<file path="src/hdl/idma_pkg.sv">
// ----------------------------------------
// Shared constants and types of the copy engine
// Bus width is fixed at one 32-bit word
// ----------------------------------------

`default_nettype none

package idma_pkg;

    // ----------------------------------------
    // Bus geometry
    // ----------------------------------------
    localparam int unsigned DataWidth   = 32;
    localparam int unsigned StrbWidth   = DataWidth / 8;
    localparam int unsigned OffsetWidth = $clog2(StrbWidth);

    // Error kind carried with each response
    typedef enum logic [1:0] {
        ERR_NONE            = 2'd0,
        ERR_ZERO_LENGTH     = 2'd1,
        ERR_OFFSET_MISMATCH = 2'd2
    } idma_err_e;

    localparam int unsigned ErrWidth = $bits(idma_err_e);

    // ----------------------------------------
    // Job word layout, low bits first
    // err, reject, last enable, first enable, beat count, word address
    // ----------------------------------------

    // Beat count must hold (offset + length) rounded up to whole beats
    function automatic int unsigned beat_width(input int unsigned len_w);
        return len_w - OffsetWidth + 1;
    endfunction

    function automatic int unsigned job_width(input int unsigned addr_w,
                                              input int unsigned len_w);
        return (addr_w - OffsetWidth) + beat_width(len_w) + 2 * StrbWidth + 1 + ErrWidth;
    endfunction

endpackage

`default_nettype wire

</file>
<file path="src/hdl/idma_stream_fifo.sv">
// ----------------------------------------
// Valid/ready FIFO on a registered circular buffer
// One cycle from push to output, no fall-through
// ----------------------------------------

`timescale 1ns/1ns
`default_nettype none

module idma_stream_fifo #(
    parameter int unsigned Width = 8,
    parameter int unsigned Depth = 2,
    localparam int unsigned PtrWidth   = (Depth > 1) ? $clog2(Depth) : 1,
    localparam int unsigned UsageWidth = $clog2(Depth + 1)
) (
    input  wire logic                  clk_i,
    input  wire logic                  reset_i,
    input  wire logic [Width-1:0]      data_i,
    input  wire logic                  valid_i,
    output logic                       ready_o,
    output logic [Width-1:0]           data_o,
    output logic                       valid_o,
    input  wire logic                  ready_i,
    output logic [UsageWidth-1:0]      usage_o
);

    logic [Width-1:0]      mem_q [Depth];
    logic [PtrWidth-1:0]   wr_ptr_q;
    logic [PtrWidth-1:0]   rd_ptr_q;
    logic [UsageWidth-1:0] count_q;
    logic                  push;
    logic                  pop;

    assign ready_o = (count_q != UsageWidth'(Depth));
    assign valid_o = (count_q != '0);
    assign data_o  = mem_q[rd_ptr_q];
    assign usage_o = count_q;

    assign push = valid_i & ready_o;
    assign pop  = valid_o & ready_i;

    // ----------------------------------------
    // Pointers and fill level
    // ----------------------------------------
    always_ff @(posedge clk_i) begin
        if (reset_i) begin
            wr_ptr_q <= '0;
            rd_ptr_q <= '0;
            count_q  <= '0;
        end else begin
            if (push) begin
                wr_ptr_q <= (wr_ptr_q == PtrWidth'(Depth - 1)) ? '0 : wr_ptr_q + 1'b1;
            end
            if (pop) begin
                rd_ptr_q <= (rd_ptr_q == PtrWidth'(Depth - 1)) ? '0 : rd_ptr_q + 1'b1;
            end
            if (push && !pop) begin
                count_q <= count_q + 1'b1;
            end else if (pop && !push) begin
                count_q <= count_q - 1'b1;
            end
        end
    end

    // Storage
    always_ff @(posedge clk_i) begin
        if (push) begin
            mem_q[wr_ptr_q] <= data_i;
        end
    end

    // Pointers meet only when empty or full, a push must never land on unread data
    a_no_overwrite: assert property (@(posedge clk_i) disable iff (reset_i)
        push |-> (wr_ptr_q != rd_ptr_q) || (count_q == '0));

endmodule

`default_nettype wire

</file>
<file path="src/hdl/idma_burst_setup.sv">
// ----------------------------------------
// Turns one request into one read job and one write job
// Purely combinational, both jobs are pushed in the same cycle
// Unequal source and destination offsets are rejected
// ----------------------------------------

`timescale 1ns/1ns
`default_nettype none

module idma_burst_setup import idma_pkg::*; #(
    parameter int unsigned AddrWidth = 24,
    parameter int unsigned LenWidth  = 16,
    localparam int unsigned JobWidth = job_width(AddrWidth, LenWidth)
) (
    input  wire logic                 req_valid_i,
    output logic                      req_ready_o,
    input  wire logic [AddrWidth-1:0] src_addr_i,
    input  wire logic [AddrWidth-1:0] dst_addr_i,
    input  wire logic [LenWidth-1:0]  length_i,
    output logic [JobWidth-1:0]       r_job_o,
    output logic                      r_job_valid_o,
    input  wire logic                 r_job_ready_i,
    output logic [JobWidth-1:0]       w_job_o,
    output logic                      w_job_valid_o,
    input  wire logic                 w_job_ready_i
);

    localparam int unsigned BeatWidth = beat_width(LenWidth);

    logic [OffsetWidth-1:0] src_off;
    logic [OffsetWidth-1:0] dst_off;
    logic [OffsetWidth-1:0] trailer;
    logic [LenWidth+1:0]    span;
    logic [BeatWidth-1:0]   beats;
    logic [StrbWidth-1:0]   be_first;
    logic [StrbWidth-1:0]   be_last;
    logic [StrbWidth-1:0]   be_first_job;
    logic [StrbWidth-1:0]   be_last_job;
    logic                   single;
    logic                   reject;
    idma_err_e              err;

    assign src_off = src_addr_i[OffsetWidth-1:0];
    assign dst_off = dst_addr_i[OffsetWidth-1:0];

    // Offset plus length, rounded up to whole beats
    assign span  = (LenWidth+2)'(length_i) + (LenWidth+2)'(src_off)
                 + (LenWidth+2)'(StrbWidth - 1);
    assign beats = BeatWidth'(span >> OffsetWidth);

    // Trailer of 0 means the last beat is full
    assign trailer  = length_i[OffsetWidth-1:0] + src_off;
    assign be_first = StrbWidth'({StrbWidth{1'b1}} << src_off);
    assign be_last  = (trailer == '0) ? {StrbWidth{1'b1}}
                                      : StrbWidth'(~({StrbWidth{1'b1}} << trailer));

    assign single       = (beats == BeatWidth'(1));
    assign be_first_job = single ? (be_first & be_last) : be_first;
    assign be_last_job  = single ? (be_first & be_last) : be_last;

    always_comb begin
        if (length_i == '0) begin
            err = ERR_ZERO_LENGTH;
        end else if (src_off != dst_off) begin
            err = ERR_OFFSET_MISMATCH;
        end else begin
            err = ERR_NONE;
        end
    end

    assign reject = (err != ERR_NONE);

    // ----------------------------------------
    // Stream fork into both job queues
    // ----------------------------------------
    assign req_ready_o   = r_job_ready_i & w_job_ready_i;
    assign r_job_valid_o = req_valid_i & req_ready_o;
    assign w_job_valid_o = req_valid_i & req_ready_o;

    assign r_job_o = {src_addr_i[AddrWidth-1:OffsetWidth], beats,
                      be_first_job, be_last_job, reject, err};
    assign w_job_o = {dst_addr_i[AddrWidth-1:OffsetWidth], beats,
                      be_first_job, be_last_job, reject, err};

    // An accepted job always moves at least one beat
    always_comb begin
        if (r_job_valid_o && r_job_ready_i) begin
            a_beats_nonzero: assert final (reject || beats != '0);
        end
    end

endmodule

`default_nettype wire

</file>
<file path="src/hdl/idma_read_engine.sv">
// ----------------------------------------
// Issues word reads for each job and forwards the returned data
// Reads are only issued while the data buffer has room for them
// ----------------------------------------

`timescale 1ns/1ns
`default_nettype none

module idma_read_engine import idma_pkg::*; #(
    parameter int unsigned AddrWidth   = 24,
    parameter int unsigned LenWidth    = 16,
    parameter int unsigned BufferDepth = 3,
    localparam int unsigned JobWidth   = job_width(AddrWidth, LenWidth),
    localparam int unsigned CntWidth   = $clog2(BufferDepth + 1)
) (
    input  wire logic                 clk_i,
    input  wire logic                 reset_i,
    input  wire logic [JobWidth-1:0]  job_i,
    input  wire logic                 job_valid_i,
    output logic                      job_ready_o,
    input  wire logic [CntWidth-1:0]  buf_usage_i,
    output logic                      rd_req_o,
    output logic [AddrWidth-1:0]      rd_addr_o,
    input  wire logic                 rd_gnt_i,
    input  wire logic                 rd_rvalid_i,
    input  wire logic [DataWidth-1:0] rd_rdata_i,
    output logic [DataWidth-1:0]      buf_data_o,
    output logic                      buf_valid_o,
    output logic                      busy_o
);

    localparam int unsigned WordWidth = AddrWidth - OffsetWidth;
    localparam int unsigned BeatWidth = beat_width(LenWidth);

    logic [WordWidth-1:0] job_addr;
    logic [WordWidth-1:0] addr_q;
    logic [BeatWidth-1:0] job_beats;
    logic [BeatWidth-1:0] remain_q;
    logic [CntWidth-1:0]  outstanding_q;
    logic                 job_reject;
    logic                 active_q;
    logic                 load;
    logic                 credit_ok;
    logic                 issue;

    assign job_addr   = job_i[JobWidth-1 -: WordWidth];
    assign job_beats  = job_i[JobWidth-WordWidth-1 -: BeatWidth];
    assign job_reject = job_i[ErrWidth];

    // Rejected jobs leave at once, others wait for the engine to go idle
    assign job_ready_o = job_valid_i & (job_reject | ~active_q);
    assign load        = job_valid_i & ~job_reject & ~active_q;

    // Credit counts both buffered words and reads still in flight
    assign credit_ok = (32'(buf_usage_i) + 32'(outstanding_q)) < BufferDepth;
    assign rd_req_o  = active_q & credit_ok;
    assign issue     = rd_req_o & rd_gnt_i;
    assign rd_addr_o = {addr_q, {OffsetWidth{1'b0}}};

    assign buf_data_o  = rd_rdata_i;
    assign buf_valid_o = rd_rvalid_i;
    assign busy_o      = active_q | (outstanding_q != '0);

    always_ff @(posedge clk_i) begin
        if (reset_i) begin
            active_q      <= 1'b0;
            outstanding_q <= '0;
        end else begin
            if (load) begin
                active_q <= 1'b1;
            end else if (issue && remain_q == BeatWidth'(1)) begin
                active_q <= 1'b0;
            end
            if (issue && !rd_rvalid_i) begin
                outstanding_q <= outstanding_q + 1'b1;
            end else if (rd_rvalid_i && !issue) begin
                outstanding_q <= outstanding_q - 1'b1;
            end
        end
    end

    // Beat walker
    always_ff @(posedge clk_i) begin
        if (load) begin
            addr_q   <= job_addr;
            remain_q <= job_beats;
        end else if (issue) begin
            addr_q   <= addr_q + 1'b1;
            remain_q <= remain_q - 1'b1;
        end
    end

    a_rd_hold: assert property (@(posedge clk_i) disable iff (reset_i)
        rd_req_o && !rd_gnt_i |=> rd_req_o && $stable(rd_addr_o));

endmodule

`default_nettype wire

</file>
<file path="src/hdl/idma_write_engine.sv">
// ----------------------------------------
// Writes buffered words with edge byte enables, one response per job
// A pending response blocks the next job, so responses stay in order
// ----------------------------------------

`timescale 1ns/1ns
`default_nettype none

module idma_write_engine import idma_pkg::*; #(
    parameter int unsigned AddrWidth = 24,
    parameter int unsigned LenWidth  = 16,
    localparam int unsigned JobWidth = job_width(AddrWidth, LenWidth)
) (
    input  wire logic                 clk_i,
    input  wire logic                 reset_i,
    input  wire logic [JobWidth-1:0]  job_i,
    input  wire logic                 job_valid_i,
    output logic                      job_ready_o,
    input  wire logic [DataWidth-1:0] buf_data_i,
    input  wire logic                 buf_valid_i,
    output logic                      buf_ready_o,
    output logic                      wr_req_o,
    output logic [AddrWidth-1:0]      wr_addr_o,
    output logic [DataWidth-1:0]      wr_data_o,
    output logic [StrbWidth-1:0]      wr_be_o,
    input  wire logic                 wr_gnt_i,
    output logic                      rsp_valid_o,
    input  wire logic                 rsp_ready_i,
    output logic                      rsp_error_o,
    output idma_err_e                 rsp_err_type_o,
    output logic                      busy_o
);

    localparam int unsigned WordWidth = AddrWidth - OffsetWidth;
    localparam int unsigned BeatWidth = beat_width(LenWidth);

    logic [WordWidth-1:0] addr_q;
    logic [BeatWidth-1:0] beats_q;
    logic [BeatWidth-1:0] idx_q;
    logic [StrbWidth-1:0] be_first_q;
    logic [StrbWidth-1:0] be_last_q;
    logic                 job_reject;
    idma_err_e            job_err;
    logic                 active_q;
    logic                 rsp_valid_q;
    logic                 rsp_error_q;
    idma_err_e            rsp_err_q;
    logic                 pop_job;
    logic                 last_beat;
    logic                 issue;

    assign job_err    = idma_err_e'(job_i[ErrWidth-1:0]);
    assign job_reject = job_i[ErrWidth];

    assign job_ready_o = job_valid_i & ~active_q & ~rsp_valid_q;
    assign pop_job     = job_ready_o;

    // ----------------------------------------
    // Beat issue
    // ----------------------------------------
    assign wr_req_o    = active_q & buf_valid_i;
    assign issue       = wr_req_o & wr_gnt_i;
    assign buf_ready_o = issue;
    assign last_beat   = (idx_q == beats_q - 1'b1);
    assign wr_addr_o   = {addr_q, {OffsetWidth{1'b0}}};
    assign wr_data_o   = buf_data_i;
    // First enable already holds the last one for single-beat jobs
    assign wr_be_o     = (idx_q == '0) ? be_first_q : (last_beat ? be_last_q : '1);

    assign rsp_valid_o    = rsp_valid_q;
    assign rsp_error_o    = rsp_error_q;
    assign rsp_err_type_o = rsp_err_q;
    assign busy_o         = active_q | rsp_valid_q;

    always_ff @(posedge clk_i) begin
        if (reset_i) begin
            active_q    <= 1'b0;
            rsp_valid_q <= 1'b0;
            rsp_error_q <= 1'b0;
            rsp_err_q   <= ERR_NONE;
        end else begin
            if (pop_job && !job_reject) begin
                active_q <= 1'b1;
            end else if (issue && last_beat) begin
                active_q <= 1'b0;
            end
            // Response register
            if (pop_job && job_reject) begin
                rsp_valid_q <= 1'b1;
                rsp_error_q <= 1'b1;
                rsp_err_q   <= job_err;
            end else if (issue && last_beat) begin
                rsp_valid_q <= 1'b1;
                rsp_error_q <= 1'b0;
                rsp_err_q   <= ERR_NONE;
            end else if (rsp_valid_q && rsp_ready_i) begin
                rsp_valid_q <= 1'b0;
            end
        end
    end

    always_ff @(posedge clk_i) begin
        if (pop_job) begin
            addr_q     <= job_i[JobWidth-1 -: WordWidth];
            beats_q    <= job_i[JobWidth-WordWidth-1 -: BeatWidth];
            be_first_q <= job_i[ErrWidth+1+StrbWidth +: StrbWidth];
            be_last_q  <= job_i[ErrWidth+1 +: StrbWidth];
            idx_q      <= '0;
        end else if (issue) begin
            addr_q <= addr_q + 1'b1;
            idx_q  <= idx_q + 1'b1;
        end
    end

    // Setup never builds an empty enable for an accepted job
    a_be_nonzero: assert property (@(posedge clk_i) disable iff (reset_i)
        wr_req_o |-> wr_be_o != '0);

endmodule

`default_nettype wire

</file>
<file path="src/hdl/idma_backend.sv">
// ----------------------------------------
// Single-channel 1D copy engine, one burst per request
// Source and destination must share the byte offset
// Responses come back in request order
// ----------------------------------------

`timescale 1ns/1ns
`default_nettype none

module idma_backend import idma_pkg::*; #(
    parameter int unsigned AddrWidth   = 24,
    parameter int unsigned LenWidth    = 16,
    parameter int unsigned JobDepth    = 2,
    parameter int unsigned BufferDepth = 3
) (
    input  wire logic                 clk_i,
    input  wire logic                 reset_i,
    input  wire logic                 req_valid_i,
    output logic                      req_ready_o,
    input  wire logic [AddrWidth-1:0] src_addr_i,
    input  wire logic [AddrWidth-1:0] dst_addr_i,
    input  wire logic [LenWidth-1:0]  length_i,
    output logic                      rsp_valid_o,
    input  wire logic                 rsp_ready_i,
    output logic                      rsp_error_o,
    output idma_err_e                 rsp_err_type_o,
    output logic                      rd_req_o,
    output logic [AddrWidth-1:0]      rd_addr_o,
    input  wire logic                 rd_gnt_i,
    input  wire logic                 rd_rvalid_i,
    input  wire logic [DataWidth-1:0] rd_rdata_i,
    output logic                      wr_req_o,
    output logic [AddrWidth-1:0]      wr_addr_o,
    output logic [DataWidth-1:0]      wr_data_o,
    output logic [StrbWidth-1:0]      wr_be_o,
    input  wire logic                 wr_gnt_i,
    output logic                      busy_o
);

    localparam int unsigned JobWidth = job_width(AddrWidth, LenWidth);
    localparam int unsigned BufWidth = $clog2(BufferDepth + 1);

    logic [JobWidth-1:0]  r_job, r_job_q;
    logic [JobWidth-1:0]  w_job, w_job_q;
    logic                 r_job_valid, r_job_ready, r_job_q_valid, r_job_q_ready;
    logic                 w_job_valid, w_job_ready, w_job_q_valid, w_job_q_ready;
    logic [DataWidth-1:0] buf_in_data, buf_out_data;
    logic                 buf_in_valid, buf_in_ready;
    logic                 buf_out_valid, buf_out_ready;
    logic [BufWidth-1:0]  buf_usage;
    logic                 r_busy, w_busy;

    idma_burst_setup #(.AddrWidth(AddrWidth), .LenWidth(LenWidth)) i_setup (
        .req_valid_i, .req_ready_o, .src_addr_i, .dst_addr_i, .length_i,
        .r_job_o (r_job), .r_job_valid_o (r_job_valid), .r_job_ready_i (r_job_ready),
        .w_job_o (w_job), .w_job_valid_o (w_job_valid), .w_job_ready_i (w_job_ready)
    );

    // ----------------------------------------
    // Decoupling queues and data buffer
    // ----------------------------------------
    idma_stream_fifo #(.Width(JobWidth), .Depth(JobDepth)) i_r_job (
        .clk_i, .reset_i, .data_i (r_job), .valid_i (r_job_valid), .ready_o (r_job_ready),
        .data_o (r_job_q), .valid_o (r_job_q_valid), .ready_i (r_job_q_ready), .usage_o ()
    );

    idma_stream_fifo #(.Width(JobWidth), .Depth(JobDepth)) i_w_job (
        .clk_i, .reset_i, .data_i (w_job), .valid_i (w_job_valid), .ready_o (w_job_ready),
        .data_o (w_job_q), .valid_o (w_job_q_valid), .ready_i (w_job_q_ready), .usage_o ()
    );

    idma_stream_fifo #(.Width(DataWidth), .Depth(BufferDepth)) i_buffer (
        .clk_i, .reset_i, .data_i (buf_in_data), .valid_i (buf_in_valid),
        .ready_o (buf_in_ready), .data_o (buf_out_data), .valid_o (buf_out_valid),
        .ready_i (buf_out_ready), .usage_o (buf_usage)
    );

    // ----------------------------------------
    // Datapath engines
    // ----------------------------------------
    idma_read_engine #(
        .AddrWidth(AddrWidth), .LenWidth(LenWidth), .BufferDepth(BufferDepth)
    ) i_read (
        .clk_i, .reset_i, .job_i (r_job_q), .job_valid_i (r_job_q_valid),
        .job_ready_o (r_job_q_ready), .buf_usage_i (buf_usage),
        .rd_req_o, .rd_addr_o, .rd_gnt_i, .rd_rvalid_i, .rd_rdata_i,
        .buf_data_o (buf_in_data), .buf_valid_o (buf_in_valid), .busy_o (r_busy)
    );

    idma_write_engine #(.AddrWidth(AddrWidth), .LenWidth(LenWidth)) i_write (
        .clk_i, .reset_i, .job_i (w_job_q), .job_valid_i (w_job_q_valid),
        .job_ready_o (w_job_q_ready), .buf_data_i (buf_out_data),
        .buf_valid_i (buf_out_valid), .buf_ready_o (buf_out_ready),
        .wr_req_o, .wr_addr_o, .wr_data_o, .wr_be_o, .wr_gnt_i,
        .rsp_valid_o, .rsp_ready_i, .rsp_error_o, .rsp_err_type_o, .busy_o (w_busy)
    );

    assign busy_o = r_busy | w_busy | r_job_q_valid | w_job_q_valid | buf_out_valid;

    // Read credit must keep returned words from overflowing the buffer
    a_buf_room: assert property (@(posedge clk_i) disable iff (reset_i)
        buf_in_valid |-> buf_in_ready);

endmodule

`default_nettype wire

</file>
<file path="config.mk">
export PLATFORM = sky130hd
export DESIGN_NAME = idma_backend
export DESIGN_NICKNAME = d
export VERILOG_FILES = /design/src/hdl/idma_pkg.sv /design/src/hdl/idma_stream_fifo.sv /design/src/hdl/idma_burst_setup.sv /design/src/hdl/idma_read_engine.sv /design/src/hdl/idma_write_engine.sv /design/src/hdl/idma_backend.sv
export SDC_FILE = /design/constraint.sdc
export NUM_CORES = 1
export LEC_CHECK = 0
export BUFFER_PORTS_ARGS = -buffer_cell sky130_fd_sc_hd__buf_2
export CELL_PAD_IN_SITES_DETAIL_PLACEMENT = 1
export CELL_PAD_IN_SITES_GLOBAL_PLACEMENT = 1
export CORE_AREA = 2 2 180 182
export CTS_BUF_LIST = sky130_fd_sc_hd__clkbuf_4 sky130_fd_sc_hd__clkbuf_8
export CTS_CLUSTER_SIZE = 24
export DETAILED_ROUTE_END_ITERATION = 7
export DIE_AREA = 0 0 182 184
export PLACE_DENSITY_LB_ADDON = 0.1
export RECOVER_POWER = 50
export SYNTH_ARGS = -nofsm -noshare
export SYNTH_HDL_FRONTEND = slang
export SYNTH_SLANG_ARGS = --single-unit
</file>
<file path="constraint.sdc">
create_clock -name clk_i -period 9.9 [get_ports clk_i]
set_input_delay 0.99 -clock clk_i [delete_from_list [all_inputs] [get_ports clk_i]]
set_output_delay 0.99 -clock clk_i [all_outputs]
set_load 0.02 [all_outputs]
</file>
==> results of run 1 <==
## stage by stage
step | setup WS (ns) | total power, W | std cells
2_1_floorplan | 5.61 | 0.00344 | 1260
3_3_place_gp | 5.30 | 0.00384 | 1811
3_5_place_dp | 5.18 | 0.00392 | 1811
4_1_cts | 5.33 | 0.00527 | 1926
5_1_grt | 4.58 | 0.00551 | 1927
6_report | 4.90 | 0.00522 | 1928
## state kept, by name, summed over array words and instances (netlist names), 4 cells and up, named ones only
signal / flops
i_buffer.mem_q: 96
i_w_job.mem_q: 96
i_r_job.mem_q: 76
i_read.addr_q: 22
i_write.addr_q: 22
i_read.remain_q: 15
i_write.beats_q: 15
i_write.idx_q: 15
i_write.be_first_q: 4
i_write.be_last_q: 4
## cells by family after synthesis
kind of cell    count (synthesis)
simple gates                  354
mux                            98
fa+ha+maj                      20
buf+inv                        93
xor+xnor                      105
other cells                     1
compound gates                195
flops                         391
## worst min-delay path: cells and delay by family, from the launching register on
| kind | cells | cell delay, ns |
|---|---|---|
| DFF | 1 | 0.32 |
| AOI/OAI and AO/OA | 1 | 0.07 |
| and+or+nand+nor | 1 | 0.06 |
## layout by cell type (no fill, tap or decap), types with 46 or more instances in the layout
master / instances
clkbuf_8: 64
edfxtp_1: 350
mux2i_1: 70
nor2_1: 87
xor2_1: 59
a21oi_1: 62
buf_2: 135
clkbuf_1: 61
nand2_1: 91
xnor2_1: 46
o21ai_0: 63
## metal layers
layer	global-route usage	vias to the layer above	wire length [microns]
li1	-	5110	-
met1	0.288	5325	16400
met2	0.389	231	18800
met3	0.0353	70	1520
met4	0.0784	0	866
met5	0	-	0
## worst max-delay path by stage
stage,startpoint,to,slack (ns),cells past startpoint
after global placement,src_addr_i[1],i_w_job.mem_q[0][3],5.30,11
after detailed placement,src_addr_i[1],i_w_job.mem_q[0][3],5.18,11
after floorplan,src_addr_i[1],i_w_job.mem_q[0][3],5.61,11
final,register,i_read.remain_q[14],4.90,6
after CTS,i_write.beats_q[0],wr_be_o[3],5.33,9
after global routing,register,i_read.remain_q[3],4.58,6
## power by group through the flow
stage	clock network [W]	registers, W	logic, W
floorplan	0	0.00258	0.000860
global placement	0	0.00253	0.00131
detailed placement	0	0.00255	0.00136
CTS	0.00137	0.00252	0.00137
global route	0.00143	0.00258	0.00150
finish	0.00134	0.00253	0.00135
## layout make-up
cell class	instances	area (sq um)	share of cell area
flip-flops and latches	391	11300	0.585
multi-input cells	776	5200	0.269
clock buffers	90	1080	0.0556
repair buffers	203	957	0.0494
well taps	402	503	0.0260
inverters	39	146	0.00756
clock inverters	25	140	0.00724
diodes	2	5.00	0.000258
==> results.md, run 1 <==
- Status: finished, violations left
- Failing checks: max-capacitance violations, max-slew violations
- DIE WIDTH: 182 microns
- Drt drc: 0
- Slew margin rel.: -1.11
- Antenna violations before repair: 2
- Crit end category: register
- Arr. time, crit path: 5.28 ns
- Ys Warns: 0
- Iteration-0 DRC Markers: 578
- Register share of total power: 0.485
- Hpwl dp: 25300 microns
- Max-cap check violation count: 6
- Final wirelength: 37600 microns
- Syn_area_per_cell: 13.4 sq um
- Combinational share of power: 0.259
- R2r endpoint: i_read.remain_q[14]
- Asr flop ratio synth: 0
- Port bufs: 190
- Min-delay src: i_buffer.rd_ptr_q[1]
- NetSw: 0.00174 W
- Worst hold path type: register to register
- Clk_lat worst skew: 0.61 ns
- Post-synth top flop: edfxtp_1
- Fillers: 3175
- Clock power frac: 0.256
- Core area: 31400 sq um
- Worst Max-Slew Pin Slew: 3.16 ns
- Switching part of the total power: 0.334
- Cell count after synthesis: 1257
- Slowest-stage cell, CP: clkbuf_1
- Largest net degree at the start of global routing: 65
- Initial core utilization: 0.538
- Worst Path Required: 10.18 ns
- H-Tree Depth: 2
- Cell mode on critical path: buf_4
- Die Ht: 184 microns
- Buf/Inv on CP: 3
- Mux cell area share after synthesis: 0.0602
- Area share of the largest cell type after synthesis: 0.623
- Fin util: 0.617
- Largest area contributor in the netlist: edfxtp_1
- Final net count: 1595
- Avg Vias per Cell: 5.57
- Top Family by Delay on Critical Path: buffers and inverters
- RSZ-0062 raised after global routing: no
- Via count: 10.7k
- Internal power: 0.00348 W
- Cell variety after synth: 65
- Worst r2r path cells: 6
- TritonCTS Buffers: 61
- Synth area leaders: edfxtp_1, dfxtp_1, mux2i_1, xor2_1, xnor2_1
- Synth Cell Area: 16900 sq um
- Critical-path cell list: clkbuf_1, mux2_1, or3_1, buf_4, nand2_1, buf_4
- Endpoints failing hold: 0
- Hold path cells: 2
- Post-cts sizing count: 0
- DIE AREA: 33500 sq um
- Setup TNS: 0 ns
- Total grt overflow: 0
- Sink Count: 391
- Adder-Cell Fraction of Synth Area: 0.0157
- Crit-path max cell delay: 2.14 ns
- GPL Wtd Cong: 0.864
- Xor and xnor fraction of the mapped netlist area: 0.0545
- Final period utilization: 0.505
- Layout area overhead: 14.7%
- First-pass GRT wire length: 59100 microns
- I/O Pins: 195
- Post-Place Cell Area: 18300 sq um
- CP Launch Type: register
- FF+latch count, synth: 391
- Compound-Gate Fraction of Synth Area: 0.0687
- Number of global-route vias before repair: 11.2k
- Gr usage total: 0.224
- Fin area: 19400 sq um
- Number of synthesized flops with an enable pin: 350
- Hold Worst Slack: 0.500 ns
- Main combinational cell family by area after synthesis: simple AND/OR/NAND/NOR gates
- CTS clk-pin slew, worst paths: 0.06 ns
- Setup CP Type: register to register
- DR WL/cell: 19.5 microns
- Lkg Pwr: 6.74 nW
- Clock root buffer master: clkbuf_8
- Initial DRT Pass Iterations: 5
- Most frequent cell after synthesis: edfxtp_1
- Skew final: 0.0331 ns
- Layout cell share with drive strength beyond 1: 0.191
- CTS tree: built
- Simple-Gate Fraction of Synth Area: 0.107
- Worst-case clock buffer depth: 3
- Reg2Reg Setup Slack: 4.90 ns
- Max Fanout on Critical Path: 51
- Antenna Violating Nets Remaining: 0
- Final worst path period need: 5.00 ns
- Synth cell count leaders: edfxtp_1, nand2_1, nor2_1
- Final slew viol count: 222
- Hold buffers post-CTS: 0
- Final setup fails: 0
- Maximum clock rate: 200 MHz
- # rows: 65
- Post-synthesis sequential area ratio: 0.671
- Peak VDD IR: 147 uV
- Pwr per Cell Area: 270 nW/um^2
- Post-CTS Setup Inserts: 0
No activity file was read; power rests on OpenSTA's default activity.
==> inputs of run 2 (changes only) <==
--- a/config.mk
+++ b/config.mk
@@ -8,11 +8,11 @@
 export BUFFER_PORTS_ARGS = -buffer_cell sky130_fd_sc_hd__buf_2
 export CELL_PAD_IN_SITES_DETAIL_PLACEMENT = 1
 export CELL_PAD_IN_SITES_GLOBAL_PLACEMENT = 1
-export CORE_AREA = 2 2 180 182
+export CORE_AREA = 2 2 197 199
 export CTS_BUF_LIST = sky130_fd_sc_hd__clkbuf_4 sky130_fd_sc_hd__clkbuf_8
 export CTS_CLUSTER_SIZE = 24
 export DETAILED_ROUTE_END_ITERATION = 7
-export DIE_AREA = 0 0 182 184
+export DIE_AREA = 0 0 199 201
 export PLACE_DENSITY_LB_ADDON = 0.1
 export RECOVER_POWER = 50
 export SYNTH_ARGS = -nofsm -noshare
==> constraint.sdc (replaced) <==
create_clock -name clk_i -period 4 [get_ports clk_i]
set_input_delay 0.4 -clock clk_i [delete_from_list [all_inputs] [get_ports clk_i]]
set_output_delay 0.4 -clock clk_i [all_outputs]
set_load 0.02 [all_outputs]
==> run 2 against run 1 <==
The run still ends with max-capacitance violations, max-slew violations left; cell area grew 5.0%; via count grew 1.8%; global-route usage shrank 2.8 points; largest cell class unchanged.
==> results.md, run 2 (synthesized netlist as in run 1, its figures left out) <==
- Antenna Violating Nets Remaining: 0
- Worst hold path type: primary input to register
- Crit end category: output port
- Switching part of the total power: 0.331
- Arr. time, crit path: 3.39 ns
- CP Launch Type: register
- Final period utilization: 0.947
- Avg Vias per Cell: 5.13
- Via count: 10.9k
- Final wirelength: 38700 microns
- NetSw: 0.00434 W
- Register share of total power: 0.477
- Die Ht: 201 microns
- Final worst path period need: 3.79 ns
- H-Tree Depth: 3
- Max-cap check violation count: 3
- Combinational share of power: 0.256
- Clock power frac: 0.267
- Largest net degree at the start of global routing: 65
- Endpoints failing hold: 0
- I/O Pins: 195
- Total grt overflow: 0
- Drt drc: 0
- Max Fanout on Critical Path: 6
- Layout cell share with drive strength beyond 1: 0.149
- Port bufs: 190
- Maximum clock rate: 264 MHz
- Initial core utilization: 0.443
- Most common cell after layout, fill and taps aside: edfxtp_1
- Critical-path cell list: inv_1, ha_1, or3b_2, o41a_1, a221o_1, o211ai_1, nor4_4, buf_4, a31oi_1, buf_2
- CTS tree: built
- Worst-case clock buffer depth: 3
- Commonest cells after routing, fill and taps aside: edfxtp_1, clkbuf_1, nand2_1
- Number of global-route vias before repair: 11.6k
- Clk_lat worst skew: 0.60 ns
- Skew final: 0.0325 ns
- TritonCTS Buffers: 68
- Setup TNS: 0 ns
- Post-cts sizing count: 0
- RSZ-0062 raised after global routing: no
- Sink Count: 391
- Failing checks: max-capacitance violations, max-slew violations
- Hold Worst Slack: 0.223 ns
- Iteration-0 DRC Markers: 502
- Final slew viol count: 100
- Biggest regs: i_buffer.mem_q: 96 flops, i_w_job.mem_q: 96 flops, i_r_job.mem_q: 76 flops
- Peak VDD IR: 299 uV
- Internal power: 0.00875 W
- First-pass GRT wire length: 61100 microns
- Slowest-stage cell, CP: or3b_2
- # rows: 72
- Hpwl dp: 25200 microns
- Worst Path Required: 3.60 ns
- Core area: 38100 sq um
- Clock root buffer master: clkbuf_8
- Total Power: 0.0131 W
- Fin area: 20300 sq um
- Pwr per Cell Area: 643 nW/um^2
- GPL Wtd Cong: 0.795
- DR WL/cell: 18.2 microns
- CTS clk-pin slew, worst paths: 0.06 ns
- Antenna violations before repair: 0
- DIE AREA: 40000 sq um
- Final setup fails: 0
- Worst Max-Slew Pin Slew: 2.01 ns
- DIE WIDTH: 199 microns
- Status: finished, violations left
- Post-Place Cell Area: 18500 sq um
- Final net count: 1686
- Slew margin rel.: -0.339
- Crit-path max cell delay: 0.55 ns
- Lkg Pwr: 6.96 nW
- Layout area overhead: 20.5%
- Gr usage total: 0.197
- Setup CP Type: register to output port
- Initial DRT Pass Iterations: 4
==> run 2: repair_timing <==
| item | 4_1_cts | 5_1_grt |
|---|---|---|
| hold buffers | 76 | 0 |
| setup endpoints to repair | 1 | 4 |
| gates cloned | 0 | 0 |
| pin swaps | 1 | 1 |
| setup buffers | 0 | 2 |
| hold endpoints to repair | 184 | 0 |
==> run 2: path summary, 6_finish.rpt <==
| kind | start | end | slack [ns] | cells past startpoint |
|---|---|---|---|---|
| worst max register to register | i_w_job.usage_o[0] | i_write.beats_q[12] | 0.52 | 4 |
| worst min register to register | i_write.rsp_err_type_o[1] | i_write.rsp_err_type_o[1] | 0.50 | 2 |
| worst max-delay path | i_write.beats_q[0] | wr_be_o[3] | 0.21 | 10 |
| worst min-delay path | src_addr_i[0] | i_w_job.mem_q[0][7] | 0.22 | 2 |
==> run 2: layout make-up <==
class / count / area, sq um
Tap cell: 518 / 648
Inverter: 39 / 146
Fill cell: 3971 / 17800
Sequential cell: 391 / 11300
Clock inverter: 20 / 111
Clock buffer: 96 / 1180
Multi-Input combinational cell: 776 / 5210
Timing Repair Buffer: 287 / 1710
Antenna cell: 3 / 7.51
==> run 2: per-layer routing <==
metal,vias to the layer above,track usage,share of wire
met4,0,0.0653,0.018
met3,55,0.0380,0.047
met1,5388,0.256,0.45
li1,5278,-,-
met5,-,0,0
met2,205,0.330,0.49
==> run 2: stage by stage <==
stage | instances | setup slack (ns) | utilization
finish | 2130 | 0.211 | 0.534
global route | 2127 | 0.00815 | 0.534
CTS | 2125 | 0.0448 | 0.538
detailed placement | 1933 | 0.328 | 0.484
global placement | 1933 | 0.356 | 0.484
floorplan | 1260 | 0.304 | -
==> run 2: power groups by stage <==
stage / Clock, W / Combinational (W) / Sequential (W)
6_report: 0.00349 / 0.00336 / 0.00624
5_1_grt: 0.00379 / 0.00375 / 0.00636
4_1_cts: 0.00362 / 0.00349 / 0.00624
3_5_place_dp: 0 / 0.00341 / 0.00632
3_3_place_gp: 0 / 0.00334 / 0.00627
2_1_floorplan: 0 / 0.00213 / 0.00638
==> run 2: critical path, delay by kind of cell, from the launching register on <==
| family | cells | cell delay, ns |
|---|---|---|
| buffers and inverters | 3 | 0.49 |
| flip-flops | 1 | 0.45 |
| AO/OA/AOI/OAI | 4 | 1.02 |
| adder cells (fa/ha/maj) | 1 | 0.25 |
| AND/OR/NAND/NOR | 2 | 0.60 |
